==> src/vec_backend_cfg.svh <==
`ifndef VEC_BACKEND_CFG_SVH
`define VEC_BACKEND_CFG_SVH

// Datapath widths
`define VLEN            64
`define ELEN            8
`define NUM_VREG        32
`define VREG_IDX_W      5

// Buffer depths
`define CQ_DEPTH        4
`define ROB_DEPTH       4

// OPIVV funct6 encodings
`define FUNCT6_VADD     6'b000000
`define FUNCT6_VSUB     6'b000010
`define FUNCT6_VAND     6'b001001
`define FUNCT6_VSADDU   6'b100000

// Major opcode and funct3
`define OPCODE_OPV      7'b1010111
`define FUNCT3_OPIVV    3'b000

`endif

==> src/vec_backend_pkg.sv <==
`include "vec_backend_cfg.svh"

package vec_backend_pkg;

    // Raw instruction word from the scalar core
    typedef logic [31:0] inst_t;

    // Vector register index
    typedef logic [`VREG_IDX_W-1:0] vreg_idx_t;

    // Full vector register
    typedef logic [`VLEN-1:0] vreg_data_t;

    // Operation selected by decode
    typedef enum logic [2:0] {
        ALU_ADD     = 3'd0,
        ALU_SUB     = 3'd1,
        ALU_AND     = 3'd2,
        ALU_SADDU   = 3'd3,
        ALU_ILLEGAL = 3'd7
    } alu_op_t;

endpackage

==> src/vec_cmd_queue.sv <==
`timescale 1ns/100ps
`include "vec_backend_cfg.svh"

module vec_cmd_queue (
    input  logic                   clk,
    input  logic                   rst_n,
    input  logic                   inst_valid,
    input  vec_backend_pkg::inst_t inst,
    output logic                   inst_ready,
    output logic                   cq_valid,
    output vec_backend_pkg::inst_t cq_inst,
    input  logic                   cq_ready
);

    localparam int PTR_W = $clog2(`CQ_DEPTH);
    localparam int CNT_W = $clog2(`CQ_DEPTH + 1);

    vec_backend_pkg::inst_t mem [`CQ_DEPTH];
    logic [PTR_W-1:0]       wr_ptr;
    logic [PTR_W-1:0]       rd_ptr;
    logic [CNT_W-1:0]       count;
    logic                   push;
    logic                   pop;

    assign inst_ready = (count != CNT_W'(`CQ_DEPTH));
    assign cq_valid   = (count != '0);
    assign cq_inst    = mem[rd_ptr];

    assign push = inst_valid && inst_ready;
    assign pop  = cq_valid && cq_ready;

    always_ff @(posedge clk) begin
        if (push) begin
            mem[wr_ptr] <= inst;
        end
    end

    always_ff @(posedge clk) begin
        if (!rst_n) begin
            wr_ptr <= '0;
            rd_ptr <= '0;
            count  <= '0;
        end else begin
            if (push) begin
                wr_ptr <= (wr_ptr == PTR_W'(`CQ_DEPTH - 1)) ? '0 : wr_ptr + 1'b1;
            end
            if (pop) begin
                rd_ptr <= (rd_ptr == PTR_W'(`CQ_DEPTH - 1)) ? '0 : rd_ptr + 1'b1;
            end
            if (push && !pop) begin
                count <= count + 1'b1;
            end else if (pop && !push) begin
                count <= count - 1'b1;
            end
        end
    end

    // Occupancy stays within the storage
    assert property (@(posedge clk) disable iff (!rst_n) count <= CNT_W'(`CQ_DEPTH));

endmodule

==> config.mk <==
export PLATFORM = sky130hd
export DESIGN_NAME = vec_cmd_queue
export DESIGN_NICKNAME = d
export VERILOG_FILES = /design/src/vec_backend_pkg.sv /design/src/vec_cmd_queue.sv
export VERILOG_INCLUDE_DIRS = /design/src
export SDC_FILE = /design/constraint.sdc
export NUM_CORES = 1
export LEC_CHECK = 0
export BUFFER_PORTS_ARGS = -buffer_cell sky130_fd_sc_hd__buf_2
export CORE_ASPECT_RATIO = 0.6
export CORE_MARGIN = 1
export CORE_UTILIZATION = 40
export DETAILED_ROUTE_END_ITERATION = 8
export GPL_TIMING_DRIVEN = 0
export HOLD_SLACK_MARGIN = 0.12
export PLACE_DENSITY_LB_ADDON = 0.3
export SYNTH_ARGS = -nofsm -noshare
export SYNTH_HDL_FRONTEND = slang
export SYNTH_SLANG_ARGS = --single-unit
==> constraint.sdc <==
create_clock -name clk -period 3.2 [get_ports clk]
set_clock_uncertainty 0.05 [all_clocks]
set_input_delay 0.16 -clock clk [delete_from_list [all_inputs] [get_ports clk]]
set_output_delay 0.16 -clock clk [all_outputs]
set_load 0.02 [all_outputs]
* Yosys cells after proc, flatten, opt, wreduce, memory -nomap -nowiden
Memory sizes are Yosys's and may differ from the RTL's. A register that Yosys moved wholly into a read port is not among the register bits.
Index checks and enable logic that the tools add are counted.
** Word-level totals
- Memories kept :: 1
- Register bits after elaboration :: 7
- Bits of input ports :: 36
- Memory bits (writable) :: 128
- Logic and storage cells :: 27
** Operators by class
- Reductions and logical operators :: 8
- Eq/ne operators :: 3
- Mux-type cells :: 8
- Add/sub/neg operators :: 4
** Memory list
- mem :: depth 4, bits a word 32, read ports 1, clocked after Yosys merged registers in 1, write ports 1, RTL line vec_cmd_queue.sv:18 : vec_backend_pkg::inst_t mem [`CQ_DEPTH];
** Operator list (number)
- 2-bit two-way mux :: 4
- 3-bit two-way mux :: 2
- 2-bit by 1-bit adder with 2-bit output (second input constant) :: 2
- 2-bit equality test (second input constant) :: 2
- 1-bit logical AND :: 4
- 3-bit by 1-bit adder with 3-bit output (second input constant) :: 1
- 3-bit inequality test (second input constant) :: 1
- 3-bit nonzero test :: 1
- 3-bit by 1-bit subtractor with 3-bit output (second input constant) :: 1
- 1-bit logical NOT :: 2
- 1-bit two-way mux :: 2
- 2-bit nonzero test :: 1

* Depth between registers and ports, before layout
- Word-level depth :: 6
- Depth in mapped cells :: 9

* Worst setup path before layout
OpenSTA, ideal clock, no wires.
- Kind :: register -> register
- Start :: reg count[0]
- End :: reg count[2]
- Path buffers :: 0
- Slack :: 0.946 ns
- Arrival :: 2.128 ns
- Cell stages (with the launch flop) :: 8
- Path through :: dfxtp_1 > o31ai_1 > ha_1 > inv_1 > fa_1 > xor2_1 > or3_2 > a21boi_0
** On the way
- Cells in the longest elaborated chain, start to end :: 5
- Elaborated cells on any way between the ends :: 13
- Classes of those cells :: add/sub (2); eq/ne (1); mux (2); reduce/logical (8)
** RTL lines
- start: declaration :: RTL line vec_cmd_queue.sv:21 : logic [CNT_W-1:0] count;
- start signal: assignment :: RTL line vec_cmd_queue.sv:51 : count <= count + 1'b1;
- start signal: assignment :: RTL line vec_cmd_queue.sv:53 : count <= count - 1'b1;
- branches (longest 5 deep; another with 3-bit by 1-bit subtractor with 3-bit output)
Several ways; the timed one is not identified. The select of a mux whose other input is x is not followed.
A chain may end at the register's enable or synchronous reset.

* Final worst setup path
Ends and elaborated chain as after synthesis.

==> results.md <==
- Met1 usage: 19.46%
- Sw Ratio: 27.26%
- Std-Cell Rows: 31
- Starting Density: 41.70%
- Least-Margin Pin Slew: 907.3 ps
- Crit-path max FO: 5
- Max stage delay on crit path: 570 ps
- Yosys warns: 0
- Multi-input logic area: 0.001006 mm²
- GR Util met3: 4.745%
- Drt wl/cell: 17.52 µm
- CTS tree: done
- Cell Int Power: 3.940 mW
- WP data required: 3490 ps
- Hold crit path type: in2reg
- DR pass1 iterations: 4
- Worst-path cell chain: o31ai_1 > ha_1 > inv_1 > fa_1 > xor2_1 > or3_2 > a21boi_0
- Outcome: finished, final reports clean
- Critical path capture point type: flop
- Clock H-tree levels: 4
- IO Pins: 70
- Most common cell after layout, fill and taps aside: edfxtp_1
- Clock share of power: 35.6%
- Setup Buffers After CTS: 0
- Seq/Total Area, Yosys: 78.98%
- Syn_nets: 261
- Initial antenna violation count: 0
- Post-DP HPWL: 5.308 mm
- RSZ-0062 raised after global routing: false
- Yosys reg bits: 137
- Part of the power in registers: 41.5%
- Period utilization: 78.97%
- Layout cells sized above 1: 40.11%
- Final TNS setup: 0 ps
- Placer Congestion: 0.6793
- # diodes: 0
- Worst Path Arrival: 2810 ps
- Area after DPL: 0.005647 mm²
- CTS Sinks: 137
- CTS root buffer: clkbuf_16
- Fmax: 395.7 MHz
- Mean Syn Cell Area: 23.37 µm²
- Via count of the first global-routing pass: 2,664
- Post-DRT Antenna Nets: 0
- Clock-pin slew on the worst setup and hold paths: 60 ps
- Grt total ovfl: 0
- Num CTS Buffers: 17
- # setup viols final: 0
- Total Wirelength: 9.093 mm
- Peak VDD IR: 0.3985 mV
- Global-route wire length before repair: 14.01 mm
- Sequential Area: 0.004024 mm²
- PostCTS Resize Cnt: 0
- Top Usage Layer GRT: met2
- Core area: 0.01222 mm²
- Largest net degree at the start of global routing: 33
- Slowest CP cell: o31ai_1
- Finished Cell Area: 0.006583 mm²
- Combinational cell fraction of total power: 22.9%
- Setup Crit Path Kind: reg2reg
- DRC viols: 0
- DR vias/cell: 4.933
- Die width: 147.7 µm
- Initial DRC count: 105
- DIE HEIGHT: 89.42 µm
- Mapped Area: 0.005095 mm²
- Post-Syn Instances: 218
- Most frequent cells in the layout: edfxtp_1, buf_2, dlygate4sd3_1, mux4_2, clkbuf_16
- Total of max-cap violations: 0
- Sw power: 1.477 mW
- Tmin final: 2527 ps
- Final count of hold timing violations: 0
- Leak: 2.297 nW
- Total GRT Usage: 15.08%
- Cell Pwr Density: 822.9 mW/mm²
- Slew HR: 39.51%
- Vias after detailed routing: 2,560
- Nets: 384
- Area Overhead vs Synth: 29.20%
- Yosys cell types: 28
- Met2 usage: 24.01%
- CP startpoint kind: flop
- Clk_lat worst skew: 410 ps
- Pins Over Slew Limit: 0
- # fillers: 978
- Bufs on Longest Clock Path: 2
- Die footprint: 0.01321 mm²
- Port Buffers: 69
## state kept, by name, indices dropped and copies added, names as in the netlist, named ones only
register,cells
rd_ptr,2
count,3
wr_ptr,2
mem,128
## path summary, 6_finish.rpt
path / end / depth (start not counted) / slack, ps / start
min: rd_ptr[0]$_SDFFE_PN0P_ / 3 / 180 / cq_ready
max reg2reg: count[2]$_SDFFE_PN0P_ / 7 / 670 / count[0]$_SDFFE_PN0P_
max: count[2]$_SDFFE_PN0P_ / 7 / 670 / count[0]$_SDFFE_PN0P_
min reg2reg: wr_ptr[1]$_SDFFE_PN0P_ / 2 / 450 / wr_ptr[1]$_SDFFE_PN0P_
## synthesized netlist by cell type
| cell | number | area [µm²] |
|---|---|---|
| a21boi_0 | 1 | 7.510 |
| and2_1 | 1 | 6.260 |
| and2_4 | 1 | 8.760 |
| and3_2 | 4 | 30.03 |
| buf_1 | 3 | 11.26 |
| buf_2 | 1 | 5.000 |
| buf_4 | 3 | 22.52 |
| buf_6 | 1 | 11.26 |
| clkbuf_1 | 1 | 3.750 |
| dfxtp_1 | 9 | 180.2 |
| edfxtp_1 | 128 | 3844 |
| fa_1 | 1 | 20.02 |
| ha_1 | 6 | 75.07 |
| inv_1 | 3 | 11.26 |
| mux2i_1 | 2 | 20.02 |
| mux4_2 | 32 | 720.7 |
| nand2_1 | 5 | 18.77 |
| nand3_1 | 2 | 10.01 |
| nand4_1 | 1 | 6.260 |
| nor2_1 | 2 | 7.510 |
| nor2b_1 | 1 | 6.260 |
| o21ai_0 | 3 | 15.01 |
| o21ai_1 | 1 | 5.000 |
| o31ai_1 | 1 | 7.510 |
| or3_2 | 2 | 15.01 |
| or3b_1 | 1 | 8.760 |
| xnor2_1 | 1 | 8.760 |
| xor2_1 | 1 | 8.760 |
## cell type report
| type | count | area share, % |
|---|---|---|
| plain buffers | 9 | 0.8173 |
| clock buffers | 18 | 6.520 |
| clock inverters | 14 | 2.376 |
| inverters | 3 | 0.1711 |
| multi-input cells | 69 | 15.28 |
| flip-flops and latches | 137 | 61.13 |
| well taps | 165 | 3.136 |
| repair buffers | 104 | 10.57 |
## worst max-delay path, delay by kind of cell (launching register included)
kind | cells | cell delay (ps)
AOI/OAI and AO/OA | 2 | 730
adders and majority gates | 2 | 670
and+or+nand+nor | 1 | 410
DFF | 1 | 360
xor gates and xnor gates | 1 | 180
buffers and inverters | 1 | 60
## per-layer routing
metal  wire, µm  up-vias
li1           -     1159
met1       4283     1321
met2       4196       69
met3        501       11
met4        111        0
met5          0        -
## logic make-up (layout without fill, tap and decap cells)
logic type / Yosys count / after routing / share of synthesized area, %
DFF: 137 / 137 / 78.98
muxes: 34 / 34 / 14.54
and+or+nand+nor: 20 / 20 / 2.309
buffers and inverters: 12 / 148 / 1.277
adders and majority gates: 7 / 7 / 1.866
AOI/OAI and AO/OA: 6 / 6 / 0.6876
xor gates and xnor gates: 2 / 2 / 0.3439
## stage by stage
step / total power [mW] / util, % / setup WS [ps] / std cells / hold WS [ps]
2_1_floorplan: 3.136 / - / 946.0 / 218 / 208.9
3_3_place_gp: 3.488 / 46.22 / 704.0 / 452 / 324.0
3_5_place_dp: 3.524 / 46.22 / 660.1 / 452 / 333.1
4_1_cts: 5.490 / 53.88 / 651.4 / 519 / 161.4
5_1_grt: 5.649 / 53.88 / 515.1 / 519 / 195.9
6_report: 5.417 / 53.88 / 672.8 / 519 / 176.8
## power by group through the flow
stage,Combinational (mW),Clock (mW),Sequential (mW)
4_1_cts,1.28,1.96,2.25
6_report,1.24,1.93,2.25
5_1_grt,1.35,2.03,2.27
2_1_floorplan,0.872,0,2.26
3_3_place_gp,1.21,0,2.28
3_5_place_dp,1.24,0,2.29
## repair_timing
item	CTS	global route
hold endpoints to repair	130	0
endpoints found under the setup margin	0	0
hold buffers	35	0
Note: power is estimated with default switching activity, not from simulation.
