**src/vec_backend_cfg.svh**
```systemverilog
`ifndef VEC_BACKEND_CFG_SVH
`define VEC_BACKEND_CFG_SVH

// Datapath widths
`define VLEN            64
`define ELEN            8
`define NUM_VREG        32
`define VREG_IDX_W      5

// Buffer depths
`define CQ_DEPTH        4
`define ROB_DEPTH       4

// OPIVV funct6 encodings
`define FUNCT6_VADD     6'b000000
`define FUNCT6_VSUB     6'b000010
`define FUNCT6_VAND     6'b001001
`define FUNCT6_VSADDU   6'b100000

// Major opcode and funct3
`define OPCODE_OPV      7'b1010111
`define FUNCT3_OPIVV    3'b000

`endif

```
**src/vec_backend_pkg.sv**
```systemverilog
`include "vec_backend_cfg.svh"

package vec_backend_pkg;

    // Raw instruction word from the scalar core
    typedef logic [31:0] inst_t;

    // Vector register index
    typedef logic [`VREG_IDX_W-1:0] vreg_idx_t;

    // Full vector register
    typedef logic [`VLEN-1:0] vreg_data_t;

    // Operation selected by decode
    typedef enum logic [2:0] {
        ALU_ADD     = 3'd0,
        ALU_SUB     = 3'd1,
        ALU_AND     = 3'd2,
        ALU_SADDU   = 3'd3,
        ALU_ILLEGAL = 3'd7
    } alu_op_t;

endpackage

```
**src/vec_dispatch.sv**
```systemverilog
`timescale 1ns/100ps
`include "vec_backend_cfg.svh"

module vec_dispatch (
    input  logic                        clk,
    input  logic                        rst_n,
    input  logic                        cq_valid,
    input  vec_backend_pkg::inst_t      cq_inst,
    output logic                        cq_ready,
    output vec_backend_pkg::vreg_idx_t  rd_idx_a,
    output vec_backend_pkg::vreg_idx_t  rd_idx_b,
    input  vec_backend_pkg::vreg_data_t rd_data_a,
    input  vec_backend_pkg::vreg_data_t rd_data_b,
    output logic                        ex_valid,
    output vec_backend_pkg::alu_op_t    ex_op,
    output vec_backend_pkg::vreg_idx_t  ex_vd,
    output vec_backend_pkg::vreg_data_t ex_src_a,
    output vec_backend_pkg::vreg_data_t ex_src_b,
    input  logic                        ex_ready,
    input  logic                        wr_en,
    input  vec_backend_pkg::vreg_idx_t  wr_vd
);

    vec_backend_pkg::vreg_idx_t vs1;
    vec_backend_pkg::vreg_idx_t vs2;
    vec_backend_pkg::vreg_idx_t vd;
    logic [`NUM_VREG-1:0]       pending;
    logic                       legal;
    logic                       conflict;
    logic                       issue;

    assign vs2 = cq_inst[24:20];
    assign vs1 = cq_inst[19:15];
    assign vd  = cq_inst[11:7];

    always_comb begin
        ex_op = vec_backend_pkg::ALU_ILLEGAL;
        if (cq_inst[6:0] == `OPCODE_OPV && cq_inst[14:12] == `FUNCT3_OPIVV) begin
            case (cq_inst[31:26])
                `FUNCT6_VADD:   ex_op = vec_backend_pkg::ALU_ADD;
                `FUNCT6_VSUB:   ex_op = vec_backend_pkg::ALU_SUB;
                `FUNCT6_VAND:   ex_op = vec_backend_pkg::ALU_AND;
                `FUNCT6_VSADDU: ex_op = vec_backend_pkg::ALU_SADDU;
                default:        ex_op = vec_backend_pkg::ALU_ILLEGAL;
            endcase
        end
    end

    // Illegal words touch no register, so they never wait
    assign legal    = (ex_op != vec_backend_pkg::ALU_ILLEGAL);
    assign conflict = legal && (pending[vs1] || pending[vs2] || pending[vd]);

    // vs2 is the minuend for vsub
    assign rd_idx_a = vs2;
    assign rd_idx_b = vs1;
    assign ex_src_a = rd_data_a;
    assign ex_src_b = rd_data_b;
    assign ex_vd    = vd;

    assign ex_valid = cq_valid && !conflict;
    assign cq_ready = ex_ready && !conflict;
    assign issue    = ex_valid && ex_ready;

    // Clear on retire first, a new issue then claims its vd
    always_ff @(posedge clk) begin
        if (!rst_n) begin
            pending <= '0;
        end else begin
            if (wr_en) begin
                pending[wr_vd] <= 1'b0;
            end
            if (issue && legal) begin
                pending[vd] <= 1'b1;
            end
        end
    end

    // Operands come only from retired state
    assert property (@(posedge clk) disable iff (!rst_n)
        issue && legal |-> !pending[vs1] && !pending[vs2]);

endmodule

```
**config.mk**
```make
export PLATFORM = sky130hd
export DESIGN_NAME = vec_dispatch
export DESIGN_NICKNAME = d
export VERILOG_FILES = /design/src/vec_backend_pkg.sv /design/src/vec_dispatch.sv
export VERILOG_INCLUDE_DIRS = /design/src
export SDC_FILE = /design/constraint.sdc
export NUM_CORES = 1
export LEC_CHECK = 0
export CAP_MARGIN = 20
export CORE_AREA = 2 2 123 125
export CTS_BUF_LIST = sky130_fd_sc_hd__clkbuf_4
export DETAILED_ROUTE_END_ITERATION = 10
export DIE_AREA = 0 0 125 127
export DONT_BUFFER_PORTS = 1
export PLACE_DENSITY = 0.37
export SYNTH_ARGS = -nofsm -noshare
export SYNTH_HDL_FRONTEND = slang
export SYNTH_SLANG_ARGS = --single-unit
```
**constraint.sdc**
```tcl
create_clock -name clk -period 3 [get_ports clk]
set_input_delay 0.15 -clock clk [delete_from_list [all_inputs] [get_ports clk]]
set_output_delay 0.15 -clock clk [all_outputs]
set_load 0.02 [all_outputs]
```
=== Yosys cells after proc, flatten, opt, wreduce, memory -nomap -nowiden ===
Cells that the tools add are included.

* Bits of input ports: 170
* Output and inout port bits: 148
* Flip-flop bits (word level): 32
* Logic and storage cells: 43

* Muxes and demuxes: 15
* Bitwise operators: 3
* Reductions and logical operators: 13
* Magnitude comparators: 6
* Eq/ne operators: 5

{| class="wikitable"
|+ Operator list
! kind !! number
|-
| $mux 32 || 3
|-
| $and 32x32->32 || 1
|-
| $not 32->32 || 1
|-
| $or 32x32->32 || 1
|-
| $lt 5x6->1 const B || 4
|-
| $bmux 1 s5 || 3
|-
| $pmux 3 s4 || 1
|-
| $demux 1 s5 || 2
|-
| $ge 5x1->1 const B || 2
|-
| $logic_and 1x1->1 || 8
|-
| $eq 7x7->1 const B || 1
|-
| $eq 6x2->1 const B || 1
|-
| $eq 6x4->1 const B || 1
|-
| $eq 6x6->1 const B || 1
|-
| $logic_not 6->1 || 1
|-
| $mux 1 || 5
|-
| $logic_not 3->1 || 1
|-
| $mux 3 || 1
|-
| $ne 3x3->1 const B || 1
|-
| $logic_or 1x1->1 || 2
|-
| $logic_not 1->1 || 1
|}

=== Longest topological paths before layout ===
* Depth after elaboration: 10
* Gate-level depth with buffers: 9
* Gate-level depth less buffers: 6

=== Worst setup path before layout ===
Ideal clock, no wire load.

* Path type: register to output
* From: reg pending[14]
* To: out cq_ready
* Path buffers: 1
* Stages on the path, launching flop included: 8
* Arrival time: 1.924 ns
* Slack: 0.926 ns
* Required time: 2.850 ns
* Cells stage by stage: dfxtp_1 mux2i_1 nor4b_1 or4_4 o41ai_2 nand4_2 buf_6 o21ai_2

* Cells in the longest elaborated chain, start to end: 7
* Elaborated cells on any way between the ends: 11
* Classes of those cells: mux (6); reduce/logical (5)

{| class="wikitable"
|+ RTL lines
! element !! line !! RTL
|-
| from (decl) || vec_dispatch.sv:27 || <nowiki>logic [`NUM_VREG-1:0] pending;</nowiki>
|-
| from (signal assigned) || vec_dispatch.sv:67 || <nowiki>pending <= '0;</nowiki>
|-
| from (signal, indexed assignment) || vec_dispatch.sv:70 || <nowiki>pending[wr_vd] <= 1'b0;</nowiki>
|-
| from (signal, indexed assignment) || vec_dispatch.sv:73 || <nowiki>pending[vd] <= 1'b1;</nowiki>
|-
| $bmux 1 s5 || vec_dispatch.sv:51 || <nowiki>assign conflict = legal && (pending[vs1] || pending[vs2] || pending[vd]);</nowiki>
|-
| $mux 1 (not written as such) || vec_dispatch.sv:51 ||
|-
| $logic_or 1x1->1 || vec_dispatch.sv:51 ||
|-
| $logic_or 1x1->1 (*) || vec_dispatch.sv:51 ||
|-
| $logic_and 1x1->1 (*) || vec_dispatch.sv:51 ||
|-
| $logic_not 1->1 (*) || vec_dispatch.sv:61 || <nowiki>assign cq_ready = ex_ready && !conflict;</nowiki>
|-
| $logic_and 1x1->1 (*) || vec_dispatch.sv:61 ||
|-
| to (decl) || vec_dispatch.sv:9 || <nowiki>output logic cq_ready,</nowiki>
|}

Every way passes the cells marked *; elsewhere a longest branch is shown, timed or not. The select of a mux whose other input is x is not followed.

=== Worst setup path after layout ===
* From: reg pending[14]
* To: out ex_valid

* Cells in the longest elaborated chain, start to end: 7
* Elaborated cells on any way between the ends: 11
* Classes of those cells: mux (6); reduce/logical (5)

{| class="wikitable"
|+ RTL lines
! element !! line !! RTL
|-
| $bmux 1 s5 || vec_dispatch.sv:51 ||
|-
| $mux 1 (not written as such) || vec_dispatch.sv:51 ||
|-
| $logic_or 1x1->1 || vec_dispatch.sv:51 ||
|-
| $logic_or 1x1->1 (*) || vec_dispatch.sv:51 ||
|-
| $logic_and 1x1->1 (*) || vec_dispatch.sv:51 ||
|-
| $logic_not 1->1 (*) || vec_dispatch.sv:60 || <nowiki>assign ex_valid = cq_valid && !conflict;</nowiki>
|-
| $logic_and 1x1->1 (*) || vec_dispatch.sv:60 ||
|-
| to (decl) || vec_dispatch.sv:14 || <nowiki>output logic ex_valid,</nowiki>
|}

Marks and branches as above.

==> results_dict.tcl <==
set metrics [dict create \
    outcome "completed" \
    clk_latency_ns 0.34 \
    hold_end "pending[2]" \
    critPathLaunchType "flop" \
    maxSlewViolCount 0 \
    synthFlopType "dfxtp_1" \
    setup_violations 0 \
    r2r_cells 7 \
    dr_wl_met2_microns 5910 \
    largest_registers "pending x32" \
    top_layer "met4" \
    synth_edf_count 0 \
    cts.sinks 32 \
    dr_wl_met3_microns 859 \
    ctsHoldBuffers 1 \
    dieArea_sq_um 15900 \
    stdcell_area_sq_um 3060 \
    hold_violations 0 \
    drive_gt1_share_pct 23.0 \
    area_growth_pct -24.5 \
    cpPeakStageDelay_ns 0.53 \
    largest_register_ffs 32 \
    port-buffer-count 0 \
    htreeDepth 2 \
    num_rows 44 \
    synth-async-reset-ratio_pct 0 \
    antenna_found_initial 0 \
    arrival_ns 2.58 \
    rsz0062_at_grt "no" \
    worstPathRequired_ns 2.85 \
    ant_nets 0 \
    pwr_density_cell_nw_per_um2 279 \
    dp_slack_ns 0.649 \
    grtUsageTotal_pct 14.1 \
    synthCells 488 \
    nNetsFinal 500 \
    criticalPathCategory "reg2out" \
    worstPathCellList "mux2i_1, nor4b_1, or4_4, o41ai_2, nand4_2, o21ai_2, buf_4" \
    drc 0 \
    postPlaceCellArea_sq_um 2990 \
    period_share_pct 91.1 \
    die_h_microns 127 \
    seq_area_frac_synth_pct 15.8 \
    start_util_pct 28.1 \
    post_cts_buffers 0 \
    grt_max_degree 33 \
    grt_pass1_wl_microns 17200 \
    cts_buffer_depth 2 \
    synth.distinct_cells 57 \
    critPathSlowestCell "or4_4" \
    drt-initial-drc-count 180 \
    cts.repair.resized 0 \
    min_path_cells 3 \
    r2r_start "pending[14]" \
    cts_tree "built" \
    num_antenna_cells 0 \
    cts_inserted_buffers 5 \
    fillCellCount 1604 \
    die_x_microns 125 \
    r2r_slack_ns 0.60 \
    tns_ns 0 \
    drt_first_pass_iters 4 \
    routed_via_density 5.54 \
    gp_congestion 0.766 \
    hp-start "wr_vd[2]" \
    ys_warn_count 0 \
    finClkSkew_ns 0.0107 \
    cts_root_buf "clkbuf_4" \
    critPathBufInv 1 \
    gr-total-overflow 0 \
    critPathTopFamily "simple AND/OR/NAND/NOR gates" \
    regMostFlops "pending" \
    syn_area_sq_um 4050 \
    critPathCaptureType "primary output" \
    synth_nets 658 \
    crit_fanout 5 \
    fin_crit_ns 2.73 \
    wirelength_microns 11800 \
    dp_hpwl_microns 9130 \
    core_sq_um 14400 \
    cap_violations 0 \
    clk_pin_slew_worst_paths_ns 0.11 \
    avgSynthCellArea_sq_um 8.30 \
    wl_per_cell_microns 23.0 \
    p_leak_nw 0.924 \
    boundaryPins 318 \
    total_power_uw 853 \
    max_slew_margin_pct 31.9 \
    worstReg2RegEnd "pending[7]" \
    wirelength_met1_microns 4880 \
    grt_pass1_vias 2725 \
    max_slew.worst_pin.slew_ns 1.01 \
    hold_class "in2reg" \
    vias 2845 \
    ir_worst_vdd_v 0.0000814 \
    clock.fmax_ghz 0.366 \
    ys_ff_latch 32 \
    setup_ws_ns 0.266 \
]
==> metrics by stage <==
| stage | utilization [%] | hold slack, ns | std cells |
|---|---|---|---|
| CTS | 21.2 | 0.107 | 514 |
| global route | 21.2 | 0.116 | 514 |
| finish | 21.2 | 0.115 | 514 |
| global placement | 20.7 | 0.300 | 506 |
| detailed placement | 20.7 | 0.300 | 506 |
| floorplan | - | 0.413 | 488 |
==> layout by cell type, fill, tap and decap left out, types with 2 or more instances in the layout <==
cell,count
a2111oi_0,6
a21oi_1,4
a22oi_1,4
a311oi_1,2
buf_4,9
clkbuf_4,6
dfxtp_1,32
inv_1,4
mux2_2,4
mux2i_1,28
mux4_2,6
nand2_1,17
nand2b_1,5
nand3_1,39
nand3b_1,7
nor2_1,7
nor2b_1,8
nor3_1,35
nor4b_1,2
o211ai_1,34
o21ai_0,2
o21ai_1,3
o21ai_2,30
or2_2,3
or2b_2,3
or3_2,2
or3b_2,2
==> cell type report <==
class	instances	area (sq um)	share of cell area, %
multi-input cells	277	2040	66.6
flip-flops and latches	32	641	20.9
well taps	184	230	7.52
clock buffers	6	45.0	1.47
clock inverters	1	5.00	0.164
inverters	4	15.0	0.491
repair buffers	10	87.6	2.86
==> worst max path at each step <==
stage	depth (start not counted)	end	startpoint	slack [ns]
after detailed placement	7	pending[0]	pending[0]	0.65
final	7	ex_valid	pending[14]	0.27
after CTS	7	ex_valid	pending[14]	0.28
after floorplan	7	cq_ready	pending[14]	0.93
after global routing	7	cq_ready	pending[0]	0.04
after global placement	7	pending[1]	pending[0]	0.62
==> cells by family after synthesis <==
family                    synth area share (%)
AOI/OAI and AO/OA                         18.7
xor gates and xnor gates                 0.216
buffers and inverters                     34.1
DFF                                       15.8
muxes                                     11.4
and+or+nand+nor                           19.8
==> Yosys cell counts, types with 5 or more instances <==
cell | count | area share, %
a2111oi_0 | 6 | 1.3
buf_2 | 8 | 0.99
buf_4 | 143 | 26
buf_6 | 8 | 2.2
clkbuf_8 | 9 | 3.1
dfxtp_1 | 32 | 16
mux2i_1 | 28 | 6.9
mux4_2 | 6 | 3.3
nand2_1 | 17 | 1.6
nand2b_1 | 5 | 0.77
nand3_1 | 39 | 4.8
nand3b_1 | 7 | 1.3
nor2_1 | 7 | 0.65
nor2b_1 | 8 | 1.2
nor3_1 | 35 | 4.3
o211ai_1 | 34 | 6.3
o21ai_2 | 30 | 6.5
==> per-layer routing <==
metal  GRT usage [%]  up-vias
met2            24.2      148
li1                -     1310
met1            16.9     1366
met5               0        -
met3            4.52       21
met4            3.86        0
==> worst min-delay path: stages <==
cell      delay, ns
or3_2          0.13
o211ai_1       0.10
o21ai_2        0.05
==> where the power goes <==
part           internal [mW]  switching (mW)
Sequential             0.425     0.000000425
Combinational         0.0598           0.116
Clock                 0.0954           0.157
Total                  0.580           0.273
No activity file was read; power rests on OpenSTA's default activity.
