`src/vec_backend_cfg.svh`:
```
`ifndef VEC_BACKEND_CFG_SVH
`define VEC_BACKEND_CFG_SVH

// Datapath widths
`define VLEN            64
`define ELEN            8
`define NUM_VREG        32
`define VREG_IDX_W      5

// Buffer depths
`define CQ_DEPTH        4
`define ROB_DEPTH       4

// OPIVV funct6 encodings
`define FUNCT6_VADD     6'b000000
`define FUNCT6_VSUB     6'b000010
`define FUNCT6_VAND     6'b001001
`define FUNCT6_VSADDU   6'b100000

// Major opcode and funct3
`define OPCODE_OPV      7'b1010111
`define FUNCT3_OPIVV    3'b000

`endif

```
`src/vec_backend_pkg.sv`:
```
`include "vec_backend_cfg.svh"

package vec_backend_pkg;

    // Raw instruction word from the scalar core
    typedef logic [31:0] inst_t;

    // Vector register index
    typedef logic [`VREG_IDX_W-1:0] vreg_idx_t;

    // Full vector register
    typedef logic [`VLEN-1:0] vreg_data_t;

    // Operation selected by decode
    typedef enum logic [2:0] {
        ALU_ADD     = 3'd0,
        ALU_SUB     = 3'd1,
        ALU_AND     = 3'd2,
        ALU_SADDU   = 3'd3,
        ALU_ILLEGAL = 3'd7
    } alu_op_t;

endpackage

```
`src/vec_rob.sv`:
```
`timescale 1ns/100ps
`include "vec_backend_cfg.svh"

module vec_rob (
    input  logic                        clk,
    input  logic                        rst_n,
    input  logic                        res_valid,
    input  vec_backend_pkg::vreg_idx_t  res_vd,
    input  vec_backend_pkg::vreg_data_t res_data,
    input  logic [1:0]                  res_vxsat,
    input  logic                        res_illegal,
    output logic                        res_ready,
    output logic                        rt_valid,
    output vec_backend_pkg::vreg_idx_t  rt_vd,
    output vec_backend_pkg::vreg_data_t rt_data,
    output logic                        rt_illegal,
    input  logic                        rt_ready,
    output logic                        wr_vxsat_valid,
    output logic                        wr_vxsat,
    output logic                        wr_en,
    output vec_backend_pkg::vreg_idx_t  wr_vd,
    output vec_backend_pkg::vreg_data_t wr_data
);

    localparam int PTR_W = $clog2(`ROB_DEPTH);
    localparam int CNT_W = $clog2(`ROB_DEPTH + 1);

    vec_backend_pkg::vreg_idx_t  vd_q      [`ROB_DEPTH];
    vec_backend_pkg::vreg_data_t data_q    [`ROB_DEPTH];
    logic [1:0]                  vxsat_q   [`ROB_DEPTH];
    logic                        illegal_q [`ROB_DEPTH];
    logic [PTR_W-1:0]            wr_ptr;
    logic [PTR_W-1:0]            rd_ptr;
    logic [CNT_W-1:0]            count;
    logic                        full;
    logic                        push;
    logic                        retire;

    assign full      = (count == CNT_W'(`ROB_DEPTH));
    assign res_ready = !full;
    assign push      = res_valid && res_ready;

    // Head entry drives the retire port
    assign rt_valid   = (count != '0);
    assign rt_vd      = vd_q[rd_ptr];
    assign rt_data    = data_q[rd_ptr];
    assign rt_illegal = illegal_q[rd_ptr];
    assign retire     = rt_valid && rt_ready;

    assign wr_en          = retire && !illegal_q[rd_ptr];
    assign wr_vd          = vd_q[rd_ptr];
    assign wr_data        = data_q[rd_ptr];
    assign wr_vxsat_valid = retire && vxsat_q[rd_ptr][1];
    assign wr_vxsat       = vxsat_q[rd_ptr][0];

    always_ff @(posedge clk) begin
        if (push) begin
            vd_q[wr_ptr]      <= res_vd;
            data_q[wr_ptr]    <= res_data;
            vxsat_q[wr_ptr]   <= res_vxsat;
            illegal_q[wr_ptr] <= res_illegal;
        end
    end

    always_ff @(posedge clk) begin
        if (!rst_n) begin
            wr_ptr <= '0;
            rd_ptr <= '0;
            count  <= '0;
        end else begin
            if (push) begin
                wr_ptr <= (wr_ptr == PTR_W'(`ROB_DEPTH - 1)) ? '0 : wr_ptr + 1'b1;
            end
            if (retire) begin
                rd_ptr <= (rd_ptr == PTR_W'(`ROB_DEPTH - 1)) ? '0 : rd_ptr + 1'b1;
            end
            if (push && !retire) begin
                count <= count + 1'b1;
            end else if (retire && !push) begin
                count <= count - 1'b1;
            end
        end
    end

    // Full buffer refuses the ALU, which keeps its result
    assert property (@(posedge clk) disable iff (!rst_n)
        full && res_valid |-> !res_ready ##1 res_valid);

endmodule

```
`config.mk`:
```
export PLATFORM = sky130hd
export DESIGN_NAME = vec_rob
export DESIGN_NICKNAME = d
export VERILOG_FILES = /design/src/vec_backend_pkg.sv /design/src/vec_rob.sv
export VERILOG_INCLUDE_DIRS = /design/src
export SDC_FILE = /design/constraint.sdc
export NUM_CORES = 1
export LEC_CHECK = 0
export ABC_AREA = 1
export BUFFER_PORTS_ARGS = -buffer_cell sky130_fd_sc_hd__buf_4
export CAP_MARGIN = 30
export CORE_MARGIN = 2
export CORE_UTILIZATION = 50
export DETAILED_ROUTE_END_ITERATION = 8
export GPL_TIMING_DRIVEN = 0
export PLACE_DENSITY_LB_ADDON = 0.3
export SYNTH_ARGS = -nofsm -noshare
export SYNTH_HDL_FRONTEND = slang
export SYNTH_SLANG_ARGS = --single-unit
```
`constraint.sdc`:
```
create_clock -name clk -period 4.9 [get_ports clk]
set_clock_uncertainty 0.2 [all_clocks]
set_input_delay 0.98 -clock clk [delete_from_list [all_inputs] [get_ports clk]]
set_output_delay 0.98 -clock clk [all_outputs]
set_load 0.01 [all_outputs]
```
# Word-level counts from Yosys, hierarchy flattened
# Memories as Yosys holds them, arrays and structs flattened. A register that Yosys moved wholly into a read port is not among the register bits.
# Cells that the tools add are included.
# Widths: inputs -> output; s select.
word_totals:
  reg_bits: 7
  mem_bits_rw: 288
  out_inout_bits: 144
  wordCells: 40
  mem_count: 4
mem_list:
  columns: ["memory", "words", "word_bits", "rd", "rd_ports_with_merged_regs", "wr", "line_no", "text"]
  rows:
  - ["data_q", 4, 64, 1, 1, 1, "vec_rob.sv:29", "vec_backend_pkg::vreg_data_t data_q [`ROB_DEPTH];"]
  - ["vd_q", 4, 5, 1, 1, 1, "vec_rob.sv:28", "vec_backend_pkg::vreg_idx_t vd_q [`ROB_DEPTH];"]
  - ["vxsat_q", 4, 2, 1, 1, 1, "vec_rob.sv:30", "logic [1:0] vxsat_q [`ROB_DEPTH];"]
  - ["illegal_q", 4, 1, 1, 1, 1, "vec_rob.sv:31", "logic illegal_q [`ROB_DEPTH];"]
classes:
  addsub: 4
  n_eq_ne: 3
  mux: 14
  reduce_logical: 12
op_table:
  columns: ["cell", "n"]
  rows:
  - ["$mux 2", 10]
  - ["$logic_and 1x1->1", 6]
  - ["$mux 3", 2]
  - ["$add 2x1->2 const B", 2]
  - ["$eq 2x2->1 const B", 2]
  - ["$logic_not 1->1", 4]
  - ["$add 3x1->3 const B", 1]
  - ["$eq 3x3->1 const B", 1]
  - ["$reduce_bool 3->1", 1]
  - ["$sub 3x1->3 const B", 1]
  - ["$mux 1", 2]
  - ["$reduce_bool 2->1", 1]

# Longest topological paths before layout
# Gate-level depths: netlist of the first run.
logic_depth:
  ltp_word: 7
  depth_mapped: 13
  ltp_nobuf: 13

# Least setup slack after synthesis of the first run
# Ideal clock, no wire load.
synth_path:
  path_kind: "input to register"
  start: "input port res_valid"
  end: "memory data_q[0][0] (netlist name) (enable)"
  arrival_ns: 4.104
  required_ns: 4.197
  slack_ns: 0.093
  stages: 2
  path_buffers: 0
  cell_sequence: "nand2_1 > nor2_1"
synth_between:
  elab_chain_len: 3
synth_rtl:
  columns: ["element", "line_no", "text"]
  rows:
  - ["start, declared", "vec_rob.sv:7", "input logic res_valid,"]
  - ["$logic_and 1x1->1", "vec_rob.sv:41", "assign push = res_valid && res_ready;"]
  - ["$mux 1", "vec_rob.sv:57", "if (push) begin"]
  - ["$mux 1 (not written as such)", "vec_rob.sv:59", "data_q[wr_ptr] <= res_data;"]
  - ["end, declared", "vec_rob.sv:29", null]
# No other way between the ends.

==> impl.org, run 1 <==
** Finish
- The layout has 1770 filler cells.
- Of the cells placed in the final design, the portion with a size suffix greater than 1 is 0.4311.
- Total inserted antenna cells :: 0
- Sequential cell area :: 0.008828 mm²
- Number of nets in the layout :: 1183
- Synthesis-to-finish area growth :: 26.58%
- The multi-input combinational cells in the finished layout cover a total of 0.002460 mm².
- Once layout is done, the placed cells without fillers occupy 0.01543 mm².

** Setup path
- STA classifies the critical path endpoint as a primary output.
- Terminus of the critical flop-to-flop path :: data_q[0][15]$_DFFE_PP_
- Critical-path cell list :: inv_2, clkbuf_1, o21ai_0, o22ai_1, buf_4, buf_4
- Following the worst setup path forward leads to its endpoint at wr_data[63].
- Largest stage delay on the critical path :: 0.47 ns
- Cell seen most often among critical-path stages :: sky130_fd_sc_hd__buf_4
- At the worst endpoint, the required time is 3.72 ns.
- The worst register-to-register path has a setup slack of 2.37 ns.
- The worst register-to-register path has a depth of 5.
- Data on the critical path arrives at its endpoint at 2.25 ns.
- The largest individual stage delay along the critical path comes from the cell sky130_fd_sc_hd__dfxtp_1.
- The worst setup path is launched from a flip-flop.
- R2r startpoint :: count[0]$_SDFFE_PN0P_
- The worst setup path is of the flip-flop to primary output kind.
- Critical-path maximum fanout :: 10

** Floorplanning
- For this configuration, the core starts out at a cell density of 0.5056.
- Top-level I/O count :: 220
- The total area inside the core boundary comes to 0.02411 mm².
- Measured along the y axis, the die boundary spans 160.1 µm.
- Overall die area :: 0.02564 mm²
- Number of placement rows :: 57
- The floorplan step set the die width to 160.1 µm.

** Pwr
- Static leakage :: 0.005787 µW
- Worst voltage drop across the vdd grid :: 361.7 µV
- Summing internal, switching and leakage power gives 9086 µW.
- Cell Pwr Density :: 589.0 mW/mm²

** Logic synthesis
- Of the total synthesized cell area, the portion taken by XOR and XNOR cells is 0.
- Simple-gate share of the synthesized area :: 0.06817
- Count of mapped cells out of synthesis :: 841
- Post-synthesis share of cell area spent on full adders, half adders and majority gates :: 0.007803
- Syn Nets :: 924
- Combinational family with the most area after synthesis :: compound AO/OA/AOI/OAI gates
- The synthesized design contains 297 register bits.
- Counting distinct cell types in the post-synthesis netlist gives 25.
- During synthesis, Yosys emitted a total of 0 warnings.
- Share of synthesized area spent on multiplexers :: 0
- Post-synthesis compound-gate area fraction :: 0.1234
- The share of the Yosys chip area taken by registers is 0.7244.
- Cell area after technology mapping :: 0.01219 mm²
- Syn_area_per_cell :: 14.49 µm²

** Timing
- Number of hold violations in the final report :: 0
- Highest attainable clock frequency :: 0.2919 GHz
- In the finished design, the share of the clock period the worst path needs comes to 0.6993.
- At the pin with the least slew margin, the transition time is 0.9176 ns.
- Measured against its own limit, the worst slew margin works out to 0.3868.
- Hold timing on the final database bottoms out at a slack of 0.3438 ns.
- Setup repair after global routing left no endpoint under its margin.
- Total of endpoints with negative setup slack in the final report :: 0
- Number of max-slew violations in the final report :: 0
- Fin crit period :: 3.426 ns

** Clock tree
- Clock sinks :: 297
- Buffer levels on the longest clock path :: 3
- The clock reaches the later pin of the worst-skew pair after 0.53 ns.
- Clock buffers created by TritonCTS :: 29
- CTS built an H-tree with a depth of 1.
- Post-CTS repair timing setup buffer count :: 0
- After clock tree synthesis, the clock-pin slew on the worst setup and hold paths is 0.06 ns.
- Post-CTS repair changed the size of 0 cells.
- The cell sitting at the root of the clock tree is a sky130_fd_sc_hd__clkbuf_16.
- CTS tree :: done
- Post-CTS Hold Buffers :: 0

** Detailed routing
- After the first detailed-routing iteration, the DRC count stood at 544.
- Initial DRT Pass Iterations :: 4
- Routed wire length :: 26050 µm
- Vias post-DR :: 7487
- In the final routed layout, each cell accounts on average for 18.07 µm.
- Via count normalized by instance count :: 5.192
- For this run, design rule violations remaining after detail routing come to 0.
- In this run the remaining antenna-violating nets after routing total 0.

** GRT
- Overall global routing resource usage :: 0.1976
- Wire length of the first global-routing pass :: 39450 µm
- The number of global-route vias before repair is 7365.
- For this run the aggregate overflow at the end of global routing stands at 0.
- Initial antenna violation count :: 0
- Maximum number of pins on one net before global-route repair :: 31

** Place
- Weighted congestion reported at the end of routability-driven placement :: 0.7565
- Final HPWL DP :: 16370 µm
- Port buffer count :: 219
- After detailed placement, the total cell area comes to 0.01443 mm².

** Hold path
- Path category of the worst min-delay check :: flip-flop to flip-flop

** Outcome
- The run finished with clean final reports.

** Job
- Across the run, the number of max-cap violations was 0.
-- flip-flops by register name (all words and copies together), names as in the netlist, named ones only --
register,flops
illegal_q,4
rd_ptr,2
data_q,256
vd_q,20
wr_ptr,2
vxsat_q,8
count,3
-- layout make-up --
cell class,count,area share
inverter,18,0.004867
timing repair buffer,228,0.1192
buffer,115,0.05532
clock buffer,32,0.04777
clock inverter,17,0.01476
multi-input combinational,411,0.1595
tap,324,0.02628
sequential,297,0.5723
-- power breakdown --
group / internal [µW] / switching (µW) / total (µW)
Sequential: 3090 / 79.7 / 3170
Clock: 1380 / 869 / 2250
Combinational: 1770 / 1890 / 3660
Total: 6240 / 2840 / 9090
-- cells by family (layout without fill, tap and decap cells) --
group / Yosys count / after routing
and+or+nand+nor: 185 / 185
DFF: 297 / 297
adders and majority gates: 7 / 7
buffers and inverters: 133 / 410
AOI/OAI and AO/OA: 219 / 219
-- cell usage in the layout, fill, tap and decap left out, types with 13 or more instances in the layout --
| cell type | netlist | final |
|---|---|---|
| sky130_fd_sc_hd__clkbuf_16 | 0 | 29 |
| sky130_fd_sc_hd__buf_2 | 20 | 20 |
| sky130_fd_sc_hd__buf_4 | 71 | 290 |
| sky130_fd_sc_hd__o22ai_2 | 50 | 50 |
| sky130_fd_sc_hd__buf_12 | 6 | 13 |
| sky130_fd_sc_hd__edfxtp_1 | 288 | 288 |
| sky130_fd_sc_hd__nand2_1 | 21 | 21 |
| sky130_fd_sc_hd__o21ai_0 | 143 | 143 |
| sky130_fd_sc_hd__inv_1 | 16 | 16 |
| sky130_fd_sc_hd__nor2_2 | 51 | 51 |
| sky130_fd_sc_hd__o22ai_1 | 20 | 20 |
| sky130_fd_sc_hd__nor2_1 | 109 | 105 |
-- worst max-delay path, delay by kind of cell, from the launching register on --
family          cells  cell delay, ns
buf+inv             4            0.74
compound gates      2            0.50
flops               1            0.47
-- through the flow --
stage / TNS (ns) / utilization / worst slack (ns) / cells
floorplan: 0 / - / 0.09298 / 841
global placement: -666.92 / 0.5906 / -2.535 / 1384
global route: 0 / 0.6399 / 1.299 / 1442
detailed placement: 0 / 0.5988 / 1.885 / 1392
finish: 0 / 0.6399 / 1.474 / 1442
CTS: 0 / 0.6388 / 1.421 / 1441
-- routing by layer --
metal  vias to the layer above  track usage  wire length (µm)
li1                       3541            -                 -
met1                      3658       0.2640             10850
met2                       252       0.3394             13070
met3                        36      0.03091              1662
met4                         0      0.05528               470
met5                         -            0                 0
-- worst min-delay path by stage --
stage,from,end,cells past startpoint
2_1_floorplan,count[0]$_SDFFE_PN0P_,count[0]$_SDFFE_PN0P_,2
3_3_place_gp,count[0]$_SDFFE_PN0P_,count[0]$_SDFFE_PN0P_,2
3_5_place_dp,count[0]$_SDFFE_PN0P_,count[0]$_SDFFE_PN0P_,2
4_1_cts,count[0]$_SDFFE_PN0P_,count[0]$_SDFFE_PN0P_,2
5_1_grt,count[1]$_SDFFE_PN0P_,count[1]$_SDFFE_PN0P_,2
6_report,count[1]$_SDFFE_PN0P_,count[1]$_SDFFE_PN0P_,2
-- synthesized netlist by cell type, drive strengths merged --
library cell	n	area share
edfxtp	288	0.71
nor2	160	0.060
o21ai	144	0.059
buf	100	0.065
o22ai	70	0.062
nand2	21	0.0065
inv	18	0.0062
clkbuf	15	0.0054
dfxtp	9	0.015
ha	6	0.0062
a21oi	4	0.0016
nand3	2	0.00082
fa	1	0.0016
nand3b	1	0.00062
nand4	1	0.00051
o211ai	1	0.0010
(Power assumes the default switching activity.)
==> inputs of run 2 (changes only) <==
==> constraint.sdc (replaced) <==
create_clock -name clk -period 3 [get_ports clk]
set_clock_uncertainty 0.2 [all_clocks]
set_input_delay 0.6 -clock clk [delete_from_list [all_inputs] [get_ports clk]]
set_output_delay 0.6 -clock clk [all_outputs]
set_load 0.01 [all_outputs]
==> impl.org, run 2 (synthesis results as in run 1) <==
** GRT
- The number of antenna violations at the first check in global routing was 0.
- In the global route stage, met2 resource usage came out at 0.3388.
- In the global route stage, met3 resource usage came out at 0.03299.
- The number of global-route vias before repair was 7312.
- Maximum number of pins on one net before global-route repair :: 30
- The first global-routing pass estimated 39560 µm of wire.
- GR Overflow Total :: 0
- Across every metal layer, demand over resource in global routing totals 0.1973.
- Global routing met1 resource utilization :: 0.2626
- Busiest layer in global routing :: met2

** Clock tree
- Buffer levels on the longest clock path :: 3
- The root buffer cell chosen for the clock tree is sky130_fd_sc_hd__clkbuf_16.
- CTS HTree Levels :: 1
- At the later pin of the worst-skew pair, clock insertion delay measures 0.52 ns.
- Clock sinks :: 297
- For this design, the CTS-stage hold fixing added 0 buffers.
- Clock buffers created by TritonCTS :: 29
- After clock tree synthesis, the clock-pin slew on the worst setup and hold paths is 0.06 ns.
- Buffers added to address setup during post-CTS repair amount to 0.
- CTS tree :: done

** Timing
- Total of endpoints with negative setup slack in the final report :: 0
- Timing would allow up to 0.3411 GHz.
- At the pin with the least slew margin, the transition time is 0.7302 ns.
- Of the available clock period, the critical path in the final layout requires 0.9773.
- In the final timing run, aggregate negative setup slack is 0 ns.
- The count of final max-slew check failures was 0.
- After layout, the minimum clock period comes to 2.932 ns.
- After layout, the worst setup slack is 0.06817 ns.
- The tightest hold path in the finished design has a slack of 0.07122 ns.
- Number of hold violations in the final report :: 0
- Worst rel slew slack :: 0.5121
- Unrepaired setup endpoints after global routing :: yes

** Hold path
- Hold endpoint :: vxsat_q[3][1]$_DFFE_PP_
- The path class of the tightest hold or removal check is primary input to flip-flop.
- Count of cells along the worst hold path :: 1
- Worst min-delay path startpoint :: res_vxsat[1]

** Setup path
- STA classifies the critical path endpoint as a primary output.
- The critical path in this run is classified as flip-flop to primary output.
- Critical Path AT :: 2.13 ns
- For flop-to-flop paths, the worst setup slack is 0.53 ns.
- STA puts the critical path data required time at 2.20 ns.
- Along the worst path, the maximum fanout reaches 10.
- The worst register-to-register path ends at count[1]$_SDFFE_PN0P_.
- Startpoint Class :: flip-flop
- The startpoint identified for the worst register-to-register timing path is count[1]$_SDFFE_PN0P_.
- The number of cells on the worst reg-to-reg path is 9.

** Detailed routing
- Summing over every cut layer, the via total after detailed routing is 7442.
- Initial DRT Pass Iterations :: 5
- Via count normalized by instance count :: 5.150
- After detailed routing, the total wire length is 25810 µm.
- DRC violation total after the first TritonRoute iteration :: 472
- In the final routed layout, each cell accounts on average for 17.86 µm.
- Post-detailed-route count of antenna-violating nets :: 0
- After detailed routing, the number of remaining DRC violations is 0.

** Pwr
- The analysis attributes to net switching a power of 4703 µW.
- Cell internal power was estimated by the tool at 10500 µW.
- The analysis attributes to cell leakage a power of 0.005851 µW.
- VDD sags by at most 641.8 µV.
- Of the total power, the share spent switching nets is 0.3094.
- In this run the power density over the cells is 978.0 mW/mm².
- Share of total power in combinational logic :: 0.396
- The share of total power dissipated in sequential elements is 0.341.
- Clock share of power :: 0.264

** Place
- The congestion estimate from routability-driven global placement came to 0.7544.
- Port buffer count :: 219
- The placed instances occupy a cell area of 0.01445 mm².
- Post-placement worst setup slack :: 0.5007 ns
- After legalization and detailed placement, the total HPWL measured 16390 µm.

** Finish
- In the final layout, the registers with the most flip-flops are data_q: 256 flops, vd_q: 20 flops, vxsat_q: 8 flops.
- Most common cell after layout, fill and taps aside :: sky130_fd_sc_hd__buf_4
- Proportion of layout cells with a drive suffix above 1 :: 0.4434
- Number of flip-flops in the largest register :: 256
- The finished cells cover 0.01554 mm².
- Synthesis-to-finish area growth :: 27.56%
- Largest reg by FF count :: data_q
- Total inserted antenna cells :: 0
- Final Core Density :: 0.6449
- Leaving out fill and tap cells, the most frequent cells in the layout are 290 x sky130_fd_sc_hd__buf_4, 288 x sky130_fd_sc_hd__edfxtp_1, 143 x sky130_fd_sc_hd__o21ai_0, 105 x sky130_fd_sc_hd__nor2_1, 53 x sky130_fd_sc_hd__o22ai_2.
- After the last flow step, the layout net total stands at 1182.

** Floorplanning
- From left edge to right edge, the die measures 160.1 µm.
- The total area inside the core boundary comes to 0.02411 mm².
- Row generation in the floorplan step produced 57 rows.
- The die covers 0.02564 mm².
- For this configuration, the core starts out at a cell density of 0.5056.
- Vert. Die Dim :: 160.1 µm
- Top-level I/O count :: 220

** Outcome
- The flow ran to the end, and the final reports show no timing, DRC or antenna violations.

** Job
- The tool flagged a number of max-cap violations equal to 0.
## run 2: cell count changes in the layout (fill, tap and decap cells not counted), sizes merged
cell	delta
bufinv	+3
clkbuf	-1
clkinv	-1
clkinvlp	+1
inv	+1
## run 2: through the flow
stage / power [µW] / std cells
finish: 15200 / 1445
global route: 15920 / 1445
CTS: 15310 / 1446
detailed placement: 11300 / 1393
global placement: 11140 / 1384
floorplan: 8666 / 841
## run 2: routing by layer
layer / vias to the layer above / wire length, µm
met5: - / 0
met4: 0 / 395
met3: 37 / 1753
met2: 257 / 13180
met1: 3608 / 10490
li1: 3540 / -
## run 2: area by class of cell
cell class                      instances  area (µm²)
Fill cell                            1756        8561
Sequential cell                       297        8830
Clock buffer                           32       737.0
Multi-Input combinational cell        411        2479
Clock inverter                         21       335.3
Inverter                               18       75.07
Timing Repair Buffer                  228        1832
Buffer                                114       852.1
Tap cell                              324       405.4
## run 2: timing repair
item,4_1_cts,5_1_grt
resized for setup,2,7
endpoints found under the setup margin,16,8
cloned,0,0
## run 2: worst max path at each step
stage,cells after the start,endpoint
4_1_cts,7,wr_data[24]
2_1_floorplan,4,data_q[0][0]$_DFFE_PP_
3_5_place_dp,6,wr_data[2]
5_1_grt,7,wr_data[18]
3_3_place_gp,3,data_q[3][39]$_DFFE_PP_
6_report,7,wr_data[24]
## run 2: power by group through the flow
stage	sequential [µW]	combinational, µW	clock (µW)
floorplan	5250	3410	0
global placement	5310	5830	0
detailed placement	5260	6040	0
CTS	5180	6070	4070
global route	5210	6490	4220
finish	5180	6020	4010
## run 2: worst max-delay path, cell delays in order, from the launching register on
cell,delay (ns)
sky130_fd_sc_hd__dfxtp_1,0.30
sky130_fd_sc_hd__buf_6,0.16
sky130_fd_sc_hd__inv_8,0.11
sky130_fd_sc_hd__clkbuf_1,0.37
sky130_fd_sc_hd__o21ai_0,0.21
sky130_fd_sc_hd__o22ai_2,0.18
sky130_fd_sc_hd__buf_4,0.14
sky130_fd_sc_hd__buf_4,0.11
